## src/clic_pkg.sv

```systemverilog
// ----------------------------------------
// Shared CLIC definitions: widths, privilege
// and CSR address enums, cause word layout
// ----------------------------------------

package clic_pkg;

  // ----------------------------------------
  // Sizes
  // ----------------------------------------
  localparam int unsigned NumSrc    = 8;    // Interrupt sources
  localparam int unsigned IdWidth   = 3;    // Source id bits
  localparam int unsigned VsidWidth = 6;    // VS-id bits
  localparam int unsigned NumVs     = 64;   // Guest external enables (hgeie)
  localparam int unsigned Xlen      = 32;   // Cause and CSR data width

  // Cause word layout
  localparam int unsigned CauseIrqBit   = Xlen - 1;  // Interrupt flag
  localparam int unsigned CauseLevelLsb = 16;        // Level field at 23..16

  // ----------------------------------------
  // Privilege levels, RISC-V encoding
  // ----------------------------------------
  typedef enum logic [1:0] {
    PRIV_LVL_U = 2'b00,
    PRIV_LVL_S = 2'b01,
    PRIV_LVL_M = 2'b11
  } priv_lvl_e;

  // Writable interrupt state of the hart
  typedef enum logic [2:0] {
    CSR_MINTTHRESH  = 3'd0,  // M threshold, bits 7..0
    CSR_SINTTHRESH  = 3'd1,  // S threshold
    CSR_VSINTTHRESH = 3'd2,  // VS threshold
    CSR_IRQ_CTRL    = 3'd3,  // sie, vsie, sgeie in 2..0, vgein in 9..4
    CSR_HGEIE_LO    = 3'd4,  // hgeie 31..0
    CSR_HGEIE_HI    = 3'd5,  // hgeie 63..32
    CSR_PRIV        = 3'd6   // priv in 1..0, v in 2
  } csr_addr_e;

endpackage
```

## src/clic_subsys_top.sv

```systemverilog
// ----------------------------------------
// CLIC subsystem top: arbiter, hart-side
// controller and trap/CSR stub
// ----------------------------------------

`timescale 1ns/1ps

module clic_subsys_top (
  input  logic                            clk_i,
  input  logic                            rst_ni,
  input  logic [clic_pkg::NumSrc-1:0]     irq_src_i,
  input  logic                            src_cfg_we_i,
  input  logic [clic_pkg::IdWidth-1:0]    src_cfg_id_i,
  input  logic                            src_cfg_en_i,
  input  logic [7:0]                      src_cfg_level_i,
  input  clic_pkg::priv_lvl_e             src_cfg_priv_i,
  input  logic                            src_cfg_v_i,
  input  logic [clic_pkg::VsidWidth-1:0]  src_cfg_vsid_i,
  input  logic                            csr_we_i,
  input  clic_pkg::csr_addr_e             csr_addr_i,
  input  logic [clic_pkg::Xlen-1:0]       csr_wdata_i,
  input  logic                            mret_i,
  output logic                            trap_o,
  output logic [clic_pkg::Xlen-1:0]       trap_cause_o,
  output clic_pkg::priv_lvl_e             priv_lvl_o,
  output logic                            v_o,
  output logic [7:0]                      mil_o,
  output logic                            irq_kill_ack_o
);
  import clic_pkg::*;

  // ----------------------------------------
  // Arbiter to controller
  // ----------------------------------------
  logic                 irq_valid, irq_v, irq_kill_req, irq_ready;
  logic [IdWidth-1:0]   irq_id;
  logic [7:0]           irq_level;
  priv_lvl_e            irq_priv;
  logic [VsidWidth-1:0] irq_vsid;

  // Controller to trap stub
  logic                 irq_req, irq_v_out;
  priv_lvl_e            irq_priv_out;
  logic [Xlen-1:0]      irq_cause;

  // Trap stub state back to controller
  logic                 sie, vsie, sgeie;
  logic [VsidWidth-1:0] vgein;
  logic [NumVs-1:0]     hgeie;
  logic [7:0]           mintthresh, sintthresh, vsintthresh, sil, vsil;

  clic_src_arbiter u_arb (
    .clk_i, .rst_ni, .irq_src_i,
    .src_cfg_we_i, .src_cfg_id_i, .src_cfg_en_i, .src_cfg_level_i,
    .src_cfg_priv_i, .src_cfg_v_i, .src_cfg_vsid_i,
    .irq_ready_i    (irq_ready),
    .irq_kill_ack_i (irq_kill_ack_o),
    .irq_valid_o    (irq_valid),
    .irq_id_o       (irq_id),
    .irq_level_o    (irq_level),
    .irq_priv_o     (irq_priv),
    .irq_v_o        (irq_v),
    .irq_vsid_o     (irq_vsid),
    .irq_kill_req_o (irq_kill_req)
  );

  clic_hart_ctrl u_ctrl (
    .clk_i, .rst_ni,
    .priv_lvl_i (priv_lvl_o), .v_i (v_o),
    .sie_i (sie), .vsie_i (vsie), .sgeie_i (sgeie), .vgein_i (vgein), .hgeie_i (hgeie),
    .mintthresh_i (mintthresh), .sintthresh_i (sintthresh), .vsintthresh_i (vsintthresh),
    .mil_i (mil_o), .sil_i (sil), .vsil_i (vsil),
    .irq_valid_i (irq_valid), .irq_id_i (irq_id), .irq_level_i (irq_level),
    .irq_priv_i (irq_priv), .irq_v_i (irq_v), .irq_vsid_i (irq_vsid),
    .irq_ready_i (irq_ready), .irq_kill_req_i (irq_kill_req),
    .irq_kill_ack_o,
    .irq_req_o (irq_req), .irq_priv_o (irq_priv_out), .irq_v_o (irq_v_out),
    .irq_cause_o (irq_cause)
  );

  clic_trap_csr u_csr (
    .clk_i, .rst_ni, .csr_we_i, .csr_addr_i, .csr_wdata_i, .mret_i,
    .irq_req_i (irq_req), .irq_priv_i (irq_priv_out), .irq_v_i (irq_v_out),
    .irq_cause_i (irq_cause),
    .irq_ready_o (irq_ready), .trap_o, .trap_cause_o, .priv_lvl_o, .v_o,
    .sie_o (sie), .vsie_o (vsie), .sgeie_o (sgeie), .vgein_o (vgein), .hgeie_o (hgeie),
    .mintthresh_o (mintthresh), .sintthresh_o (sintthresh), .vsintthresh_o (vsintthresh),
    .mil_o, .sil_o (sil), .vsil_o (vsil)
  );

endmodule

```

## src/clic_trap_csr.sv

```systemverilog
// ----------------------------------------
// Trap and CSR stub: privilege, thresholds,
// status levels, enables, trap entry, mret
// ----------------------------------------

`timescale 1ns/1ps

module clic_trap_csr (
  input  logic                            clk_i,
  input  logic                            rst_ni,
  input  logic                            csr_we_i,
  input  clic_pkg::csr_addr_e             csr_addr_i,
  input  logic [clic_pkg::Xlen-1:0]       csr_wdata_i,
  input  logic                            mret_i,        // One-deep return
  input  logic                            irq_req_i,
  input  clic_pkg::priv_lvl_e             irq_priv_i,
  input  logic                            irq_v_i,
  input  logic [clic_pkg::Xlen-1:0]       irq_cause_i,
  output logic                            irq_ready_o,
  output logic                            trap_o,
  output logic [clic_pkg::Xlen-1:0]       trap_cause_o,
  output clic_pkg::priv_lvl_e             priv_lvl_o,
  output logic                            v_o,
  output logic                            sie_o,
  output logic                            vsie_o,
  output logic                            sgeie_o,
  output logic [clic_pkg::VsidWidth-1:0]  vgein_o,
  output logic [clic_pkg::NumVs-1:0]      hgeie_o,
  output logic [7:0]                      mintthresh_o,
  output logic [7:0]                      sintthresh_o,
  output logic [7:0]                      vsintthresh_o,
  output logic [7:0]                      mil_o,
  output logic [7:0]                      sil_o,
  output logic [7:0]                      vsil_o
);
  import clic_pkg::*;

  logic       take_q, accept;
  logic [7:0] irq_level;
  priv_lvl_e  ret_priv_q;  // Return slot
  logic       ret_v_q;
  logic [7:0] ret_lvl_q;

  assign accept    = irq_req_i & ~take_q;  // Busy while ready pulses
  assign irq_level = irq_cause_i[CauseLevelLsb +: 8];

  always_ff @(posedge clk_i or negedge rst_ni) begin
    if (!rst_ni) begin
      take_q <= 1'b0;
      priv_lvl_o <= PRIV_LVL_M;
      v_o <= 1'b0;
      {sie_o, vsie_o, sgeie_o} <= '0;
      vgein_o <= '0;
      hgeie_o <= '0;
      {mintthresh_o, sintthresh_o, vsintthresh_o} <= '0;
      {mil_o, sil_o, vsil_o} <= '0;
      ret_priv_q <= PRIV_LVL_M;
      ret_v_q <= 1'b0;
      ret_lvl_q <= '0;
    end else begin
      take_q <= accept;
      // ----------------------------------------
      // CSR writes, lowest priority
      // ----------------------------------------
      if (csr_we_i) begin
        case (csr_addr_i)
          CSR_MINTTHRESH:  mintthresh_o  <= csr_wdata_i[7:0];
          CSR_SINTTHRESH:  sintthresh_o  <= csr_wdata_i[7:0];
          CSR_VSINTTHRESH: vsintthresh_o <= csr_wdata_i[7:0];
          CSR_IRQ_CTRL: begin
            {sgeie_o, vsie_o, sie_o} <= csr_wdata_i[2:0];
            vgein_o <= csr_wdata_i[9:4];
          end
          CSR_HGEIE_LO:    hgeie_o[31:0]  <= csr_wdata_i;
          CSR_HGEIE_HI:    hgeie_o[63:32] <= csr_wdata_i;
          CSR_PRIV: begin
            priv_lvl_o <= priv_lvl_e'(csr_wdata_i[1:0]);
            v_o        <= csr_wdata_i[2];
          end
          default: ;
        endcase
      end
      if (mret_i) begin  // Level restored for the mode being left
        priv_lvl_o <= ret_priv_q;
        v_o        <= ret_v_q;
        if (priv_lvl_o == PRIV_LVL_M) mil_o <= ret_lvl_q;
        else if (v_o) vsil_o <= ret_lvl_q;
        else sil_o <= ret_lvl_q;
      end
      // Trap entry wins over everything else
      if (accept) begin
        ret_priv_q <= priv_lvl_o;
        ret_v_q    <= v_o;
        priv_lvl_o <= irq_priv_i;
        v_o        <= irq_v_i;
        if (irq_priv_i == PRIV_LVL_M) begin
          ret_lvl_q <= mil_o;
          mil_o     <= irq_level;
        end else if (irq_v_i) begin
          ret_lvl_q <= vsil_o;
          vsil_o    <= irq_level;
        end else begin
          ret_lvl_q <= sil_o;
          sil_o     <= irq_level;
        end
      end
    end
  end

  always_ff @(posedge clk_i) begin
    if (accept) trap_cause_o <= irq_cause_i;
  end

  assign irq_ready_o = take_q;  // Ack to arbiter and controller
  assign trap_o      = take_q;

endmodule

```

## src/clic_hart_ctrl.sv

```systemverilog
// ----------------------------------------
// Hart-side CLIC controller: acceptance check,
// cause packing, in-flight and kill tracking
// ----------------------------------------

`timescale 1ns/1ps

module clic_hart_ctrl (
  input  logic                            clk_i,
  input  logic                            rst_ni,
  // Hart state
  input  clic_pkg::priv_lvl_e             priv_lvl_i,
  input  logic                            v_i,           // Virtualization bit
  input  logic                            sie_i,
  input  logic                            vsie_i,
  input  logic                            sgeie_i,
  input  logic [clic_pkg::VsidWidth-1:0]  vgein_i,       // Running guest
  input  logic [clic_pkg::NumVs-1:0]      hgeie_i,
  input  logic [7:0]                      mintthresh_i,
  input  logic [7:0]                      sintthresh_i,
  input  logic [7:0]                      vsintthresh_i,
  input  logic [7:0]                      mil_i,
  input  logic [7:0]                      sil_i,
  input  logic [7:0]                      vsil_i,
  // From arbiter
  input  logic                            irq_valid_i,
  input  logic [clic_pkg::IdWidth-1:0]    irq_id_i,
  input  logic [7:0]                      irq_level_i,
  input  clic_pkg::priv_lvl_e             irq_priv_i,
  input  logic                            irq_v_i,
  input  logic [clic_pkg::VsidWidth-1:0]  irq_vsid_i,
  input  logic                            irq_ready_i,
  input  logic                            irq_kill_req_i,
  output logic                            irq_kill_ack_o,
  // To trap stub
  output logic                            irq_req_o,
  output clic_pkg::priv_lvl_e             irq_priv_o,
  output logic                            irq_v_o,
  output logic [clic_pkg::Xlen-1:0]       irq_cause_o
);
  import clic_pkg::*;

  logic [7:0] max_mthresh, max_sthresh, max_vsthresh;
  logic       inflight_d, inflight_q;

  // ----------------------------------------
  // Effective thresholds and acceptance
  // ----------------------------------------
  assign max_mthresh  = (mintthresh_i > mil_i) ? mintthresh_i : mil_i;
  assign max_sthresh  = (sintthresh_i > sil_i) ? sintthresh_i : sil_i;
  assign max_vsthresh = (vsintthresh_i > vsil_i) ? vsintthresh_i : vsil_i;

  always_comb begin
    irq_priv_o = irq_priv_i;
    irq_v_o    = 1'b0;
    irq_req_o  = 1'b0;
    case (priv_lvl_i)
      PRIV_LVL_M: begin
        if (irq_priv_i == PRIV_LVL_M) irq_req_o = irq_valid_i && (irq_level_i > max_mthresh);
      end
      PRIV_LVL_S: begin
        if (irq_priv_i == PRIV_LVL_M) begin
          irq_req_o = irq_valid_i;  // M always preempts S
        end else if (irq_priv_i == PRIV_LVL_S) begin
          if (v_i && irq_v_i) begin
            if (irq_vsid_i == vgein_i) begin  // Own guest
              irq_req_o = irq_valid_i && vsie_i && (irq_level_i > max_vsthresh);
              irq_v_o   = 1'b1;
            end else begin  // Other guest, trap to HS
              irq_req_o = irq_valid_i && sgeie_i && hgeie_i[irq_vsid_i];
            end
          end else if (v_i) begin
            irq_req_o = irq_valid_i && (irq_level_i > max_sthresh);  // Host S, sie implied
          end else if (!irq_v_i) begin
            irq_req_o = irq_valid_i && sie_i && (irq_level_i > max_sthresh);
          end
          // Virtual irq in HS mode is dropped
        end
      end
      PRIV_LVL_U: begin
        irq_req_o = irq_valid_i;
        irq_v_o   = irq_v_i;
      end
      default: ;
    endcase
  end

  // ----------------------------------------
  // Cause word
  // ----------------------------------------
  always_comb begin
    irq_cause_o                             = '0;
    irq_cause_o[CauseIrqBit]                = 1'b1;
    irq_cause_o[CauseLevelLsb +: 8]         = irq_level_i;
    irq_cause_o[IdWidth-1:0]                = irq_id_i;
  end

  // ----------------------------------------
  // In-flight and kill acknowledge
  // ----------------------------------------
  // No ack while an irq is raised or still unanswered
  assign irq_kill_ack_o = irq_kill_req_i & ~inflight_q & ~irq_req_o;
  assign inflight_d     = inflight_q ? ~(irq_ready_i | irq_kill_ack_o) : irq_req_o;

  always_ff @(posedge clk_i or negedge rst_ni) begin
    if (!rst_ni) begin
      inflight_q <= 1'b0;
    end else begin
      inflight_q <= inflight_d;
    end
  end

endmodule

```

## src/clic_src_arbiter.sv

```systemverilog
// ----------------------------------------
// CLIC source arbiter: config table, pending
// samples, highest-level selection, kill req
// ----------------------------------------

`timescale 1ns/1ps

module clic_src_arbiter (
  input  logic                            clk_i,
  input  logic                            rst_ni,
  input  logic [clic_pkg::NumSrc-1:0]     irq_src_i,        // Level pending lines
  // Config write port
  input  logic                            src_cfg_we_i,
  input  logic [clic_pkg::IdWidth-1:0]    src_cfg_id_i,
  input  logic                            src_cfg_en_i,
  input  logic [7:0]                      src_cfg_level_i,
  input  clic_pkg::priv_lvl_e             src_cfg_priv_i,
  input  logic                            src_cfg_v_i,
  input  logic [clic_pkg::VsidWidth-1:0]  src_cfg_vsid_i,
  // Hart side
  input  logic                            irq_ready_i,      // Presented irq taken
  input  logic                            irq_kill_ack_i,
  output logic                            irq_valid_o,
  output logic [clic_pkg::IdWidth-1:0]    irq_id_o,
  output logic [7:0]                      irq_level_o,
  output clic_pkg::priv_lvl_e             irq_priv_o,
  output logic                            irq_v_o,
  output logic [clic_pkg::VsidWidth-1:0]  irq_vsid_o,
  output logic                            irq_kill_req_o
);
  import clic_pkg::*;

  // Per-source configuration
  logic [NumSrc-1:0] cfg_en_q;
  logic [7:0]        cfg_level_q [NumSrc];
  priv_lvl_e         cfg_priv_q  [NumSrc];
  logic              cfg_v_q     [NumSrc];
  logic [VsidWidth-1:0] cfg_vsid_q [NumSrc];

  logic [NumSrc-1:0] pend_q, cand, clr_mask;
  logic              best_valid;
  logic [IdWidth-1:0] best_id;
  logic [7:0]        best_level;
  logic              valid_q, kill_q, lost, better;
  logic [IdWidth-1:0] id_q;

  always_ff @(posedge clk_i) begin
    if (src_cfg_we_i) begin  // Payload fields, no reset
      cfg_level_q[src_cfg_id_i] <= src_cfg_level_i;
      cfg_priv_q[src_cfg_id_i]  <= src_cfg_priv_i;
      cfg_v_q[src_cfg_id_i]     <= src_cfg_v_i;
      cfg_vsid_q[src_cfg_id_i]  <= src_cfg_vsid_i;
    end
  end

  // ----------------------------------------
  // Pending and candidate selection
  // ----------------------------------------
  assign clr_mask = {{(NumSrc-1){1'b0}}, irq_ready_i} << id_q;  // Served source
  assign cand     = pend_q & cfg_en_q;

  always_comb begin
    best_valid = 1'b0;
    best_id    = '0;
    best_level = '0;
    for (int i = 0; i < NumSrc; i++) begin
      // Strict compare, lower id keeps ties
      if (cand[i] && (!best_valid || cfg_level_q[i] > best_level)) begin
        best_valid = 1'b1;
        best_id    = IdWidth'(i);
        best_level = cfg_level_q[i];
      end
    end
  end

  // Kill triggers while presenting
  assign lost   = ~cand[id_q];
  assign better = best_valid & (best_id != id_q);

  always_ff @(posedge clk_i or negedge rst_ni) begin
    if (!rst_ni) begin
      cfg_en_q <= '0;
      pend_q   <= '0;
      valid_q  <= 1'b0;
      kill_q   <= 1'b0;
      id_q     <= '0;
    end else begin
      if (src_cfg_we_i) cfg_en_q[src_cfg_id_i] <= src_cfg_en_i;
      pend_q <= irq_src_i & ~clr_mask;
      if (irq_ready_i || irq_kill_ack_i) begin
        valid_q <= 1'b0;  // Served or withdrawn
        kill_q  <= 1'b0;
      end else if (valid_q) begin
        if (lost || better) kill_q <= 1'b1;  // Sticky until ack
      end else if (best_valid) begin
        valid_q <= 1'b1;
        id_q    <= best_id;
      end
    end
  end

  // Presentation fields follow the latched id
  assign irq_valid_o    = valid_q;
  assign irq_id_o       = id_q;
  assign irq_level_o    = cfg_level_q[id_q];
  assign irq_priv_o     = cfg_priv_q[id_q];
  assign irq_v_o        = cfg_v_q[id_q];
  assign irq_vsid_o     = cfg_vsid_q[id_q];
  assign irq_kill_req_o = kill_q;

endmodule

```

## config.mk

```make
export PLATFORM = sky130hd
export DESIGN_NAME = clic_subsys_top
export DESIGN_NICKNAME = d
export VERILOG_FILES = /design/src/clic_pkg.sv /design/src/clic_subsys_top.sv /design/src/clic_trap_csr.sv /design/src/clic_hart_ctrl.sv /design/src/clic_src_arbiter.sv
export SDC_FILE = /design/constraint.sdc
export NUM_CORES = 1
export LEC_CHECK = 0
export CAP_MARGIN = 20
export CELL_PAD_IN_SITES_DETAIL_PLACEMENT = 1
export CELL_PAD_IN_SITES_GLOBAL_PLACEMENT = 2
export CORE_ASPECT_RATIO = 1.1
export CORE_MARGIN = 4
export CORE_UTILIZATION = 49
export DETAILED_ROUTE_END_ITERATION = 8
export DONT_BUFFER_PORTS = 1
export PLACE_DENSITY = 0.85
export REMOVE_ABC_BUFFERS = 1
export SLEW_MARGIN = 40
export SYNTH_ARGS = -nofsm -noshare
export SYNTH_HDL_FRONTEND = slang
export SYNTH_HIERARCHICAL = 1
export SYNTH_SLANG_ARGS = --single-unit
```

## constraint.sdc

```tcl
create_clock -name clk_i -period 22.1 [get_ports clk_i]
set_clock_uncertainty 0.15 [all_clocks]
set_input_delay 4.42 -clock clk_i [delete_from_list [all_inputs] [get_ports clk_i]]
set_output_delay 4.42 -clock clk_i [all_outputs]
set_load 0.03 [all_outputs]
```

==> impl_metrics.csv <==
group,metric,value,unit
worst_hold_path,hp-class,"flop to flop",
clock_network,clk_pin_slew,0.06,ns
timing,fin_tns_setup,0,ns
clock_network,cts_htree_levels,2,
clock_network,cts_sinks,326,
clock_network,cts-resized-gates,0,
timing,final.period_utilization,59.17,%
routing,viasPerCell,6.228,
cells_and_area,nets,1530,
timing,tightest_slew,0.7750,ns
logic_synthesis,syn_area,0.01740,mm^2
logic_synthesis,syn_area_per_cell,12.66,um^2
setup_path,crit_fanout,16,
clock_network,post_cts_buffers,0,
routing,drtIter0Drc,744,
timing,timing.hold.ws,0.3121,ns
setup_path,crit_arrival,13.35,ns
clock_network,numCtsBuffers,36,
setup_path,start_kind,"flop",
global_routing,grt_pass1_vias,12259,
routing,first_pass_iters,5,
clock_network,tritoncts,"yes",
logic_synthesis,ys_async_sr_fraction,48.47,%
floorplan,io_pins,114,
setup_path,cpPeakStageDelay,0.63,ns
cells_and_area,syn2layout_area_growth,8.098,%
logic_synthesis,synth_edf_count,168,
floorplan,core,0.03513,mm^2
clock_network,clock_path_buffers,3,
routing,drc,0,
timing,max_freq,76.47,MHz
timing,hold_violations,0,
routing,detail-route-antenna-nets,0,
setup_path,critPathRequiredTime,22.37,ns
floorplan,start_util,49.52,%
floorplan,fp.dieW,187.7,um
setup_path,cp-end-kind,"flop",
logic_synthesis,synthFlopType,"edfxtp_1",
global_routing,grt_max_degree,159,
logic_synthesis,synth-seq-area-share,51.75,%
global_routing,grt_use_total,24.03,%
placement,hpwl,33.02,mm
timing,final.min_clock_period,13.08,ns
logic_synthesis,synth-seq-cells,326,
floorplan,die_h,205.6,um
cells_and_area,final_common_cell,"edfxtp_1",
timing,finalMaxSlewViolations,0,
timing,slew_headroom,48.17,%
clock_network,cts_root_buffer,"clkbuf_16",
outcome,status,"finished, final reports clean",
setup_path,path_class,"flop to flop",
clock_network,hold_buffers,0,
clock_network,clock_latency,0.54,ns
cells_and_area,final_cell_mix,"edfxtp_1 (168), dfrtp_1 (152), nand2_1 (127), mux2_2 (104), ha_1 (104)",
power_and_ir_drop,pwr_density_cell,138.3,mW/mm^2
timing,finalSetupViolCount,0,
flow_run,maxCapViolations,0,
routing,wirelength,46.23,mm
cells_and_area,antenna_cells,0,
floorplan,fp-row-count,72,
logic_synthesis,synth.distinct_cells,77,
routing,post_drt_wl_per_cell,25.28,um
power_and_ir_drop,leakage,7.439,nW
global_routing,grt_pass1_wl,72.66,mm
cells_and_area,layout-drive-gt1-share,18.99,%
placement,port_buffers,0,
logic_synthesis,yosys_warnings,6,
timing,grt_setup_unrepaired,"no",
global_routing,antenna_found_initial,0,
routing,num_vias,11391,
logic_synthesis,synth_cells,1374,
power_and_ir_drop,peakVddDrop,0.07570,mV
placement,routabilityCongestion,0.8631,
floorplan,dieArea,0.03859,mm^2
global_routing,grt_overflow,0,
setup_path,cp_slowest_cell,"a31oi_2",
[worst max-delay path, delay by kind of cell (launching register included)]
family	cells	cell delay, ns
and+or+nand+nor	14	3.08
AOI/OAI and AO/OA	26	6.54
adders and majority gates	7	2.15
muxes	1	0.25
DFF	1	0.38
buffers and inverters	2	0.34
[routing by layer]
metal  wire length [um]  part of all wire, %  global-route usage [%]
met1              19380                   42                   31.02
met2              22990                   50                   40.99
met3               2431                  5.3                   4.835
met4               1425                  3.1                   7.944
met5                  0                    0                       0
[sequential cells by signal, indices dropped and copies added (netlist names), 8 cells and up]
name                 cells
u_arb/cfg_priv_q        16
u_arb/pend_q             8
u_csr/vsil_o             8
u_csr/sintthresh_o       8
u_arb/cfg_vsid_q        48
u_csr/mintthresh_o       8
u_arb/cfg_en_q           8
u_arb/cfg_v_q            8
u_csr/vsintthresh_o      8
u_csr/sil_o              8
u_csr/hgeie_o           64
u_arb/cfg_level_q       64
u_csr/trap_cause_o      32
u_csr/ret_lvl_q          8
u_csr/mil_o              8
[Yosys cell counts (9+ instances only)]
cell type / number / area, um^2
a22o_1: 13 / 113.9
o21ai_1: 10 / 50.05
nor2_1: 37 / 138.9
nand2b_1: 14 / 87.58
nand2_1: 128 / 480.5
nand4_1: 20 / 125.1
o31ai_1: 9 / 67.56
a221oi_1: 11 / 96.34
a211oi_1: 9 / 67.56
o21ai_0: 39 / 195.2
ha_1: 104 / 1301
a31oi_1: 18 / 112.6
mux2_2: 104 / 1171
inv_1: 45 / 168.9
a21oi_1: 63 / 315.3
a22oi_1: 9 / 67.56
dfrtp_1: 154 / 3854
o211ai_1: 10 / 75.07
nand3_1: 28 / 140.1
buf_4: 39 / 292.8
mux2i_1: 56 / 560.5
mux4_2: 41 / 923.4
edfxtp_1: 168 / 5045
clkbuf_1: 28 / 105.1
o21a_1: 11 / 82.58
buf_2: 15 / 75.07
nor2b_1: 26 / 162.7
nor4_1: 19 / 118.9
o31a_1: 16 / 140.1
buf_6: 9 / 101.4
[report_power, final]
group | internal (mW) | switching, mW | total (mW)
Clock | 0.337 | 0.247 | 0.583
Sequential | 0.776 | 0.188 | 0.964
Combinational | 0.444 | 0.609 | 1.05
[through the flow]
stage / instance area (um^2) / worst slack, ns / instances / utilization [%] / total power, mW
after floorplan: 16880 / 9.761 / 1298 / - / 1.685
after global placement: 17620 / 9.089 / 1762 / 50.14 / 1.978
after detailed placement: 17660 / 8.908 / 1763 / 50.27 / 2.021
after CTS: 18800 / 8.850 / 1829 / 53.50 / 2.618
after global routing: 18810 / 7.883 / 1829 / 53.53 / 2.778
final: 18810 / 9.023 / 1829 / 53.53 / 2.601
[cell type report]
cell class | instances | area [um^2]
tap | 444 | 555.5
timing repair buffer | 21 | 155.1
clock buffer | 53 | 984.7
inverter | 46 | 172.7
multi-input combinational | 926 | 7781
fill | 3535 | 16330
sequential | 326 | 9006
clock inverter | 13 | 150.1
[cell families (layout without fill, tap and decap cells)]
group | count (synthesis) | after routing | share of synthesized area (%)
flops | 326 | 326 | 51.75
simple gates | 322 | 322 | 9.573
compound gates | 263 | 263 | 10.38
mux | 209 | 209 | 16.04
buf+inv | 141 | 133 | 4.380
fa+ha+maj | 104 | 104 | 7.480
xor+xnor | 7 | 7 | 0.3524
other cells | 2 | 21 | 0.04317
[path summary, 6_finish.rpt]
| kind | endpoint | depth (start not counted) | slack [ns] | startpoint |
|---|---|---|---|---|
| max | u_arb/irq_kill_req_o | 50 | 9.02 | u_arb/cfg_en_q[0] |
| min | u_csr/ret_priv_q[0] | 2 | 0.31 | u_csr/ret_priv_q[0] |
| max reg2reg | u_arb/irq_kill_req_o | 50 | 9.02 | u_arb/cfg_en_q[0] |
| min reg2reg | u_csr/ret_priv_q[0] | 2 | 0.31 | u_csr/ret_priv_q[0] |
| max in group asynchronous | u_csr/ret_priv_q[1] | 0 | 18.07 | rst_ni |
| min in group asynchronous | u_csr/mil_o[3] | 0 | 3.43 | rst_ni |
Power figures use the tool's default switching activity.
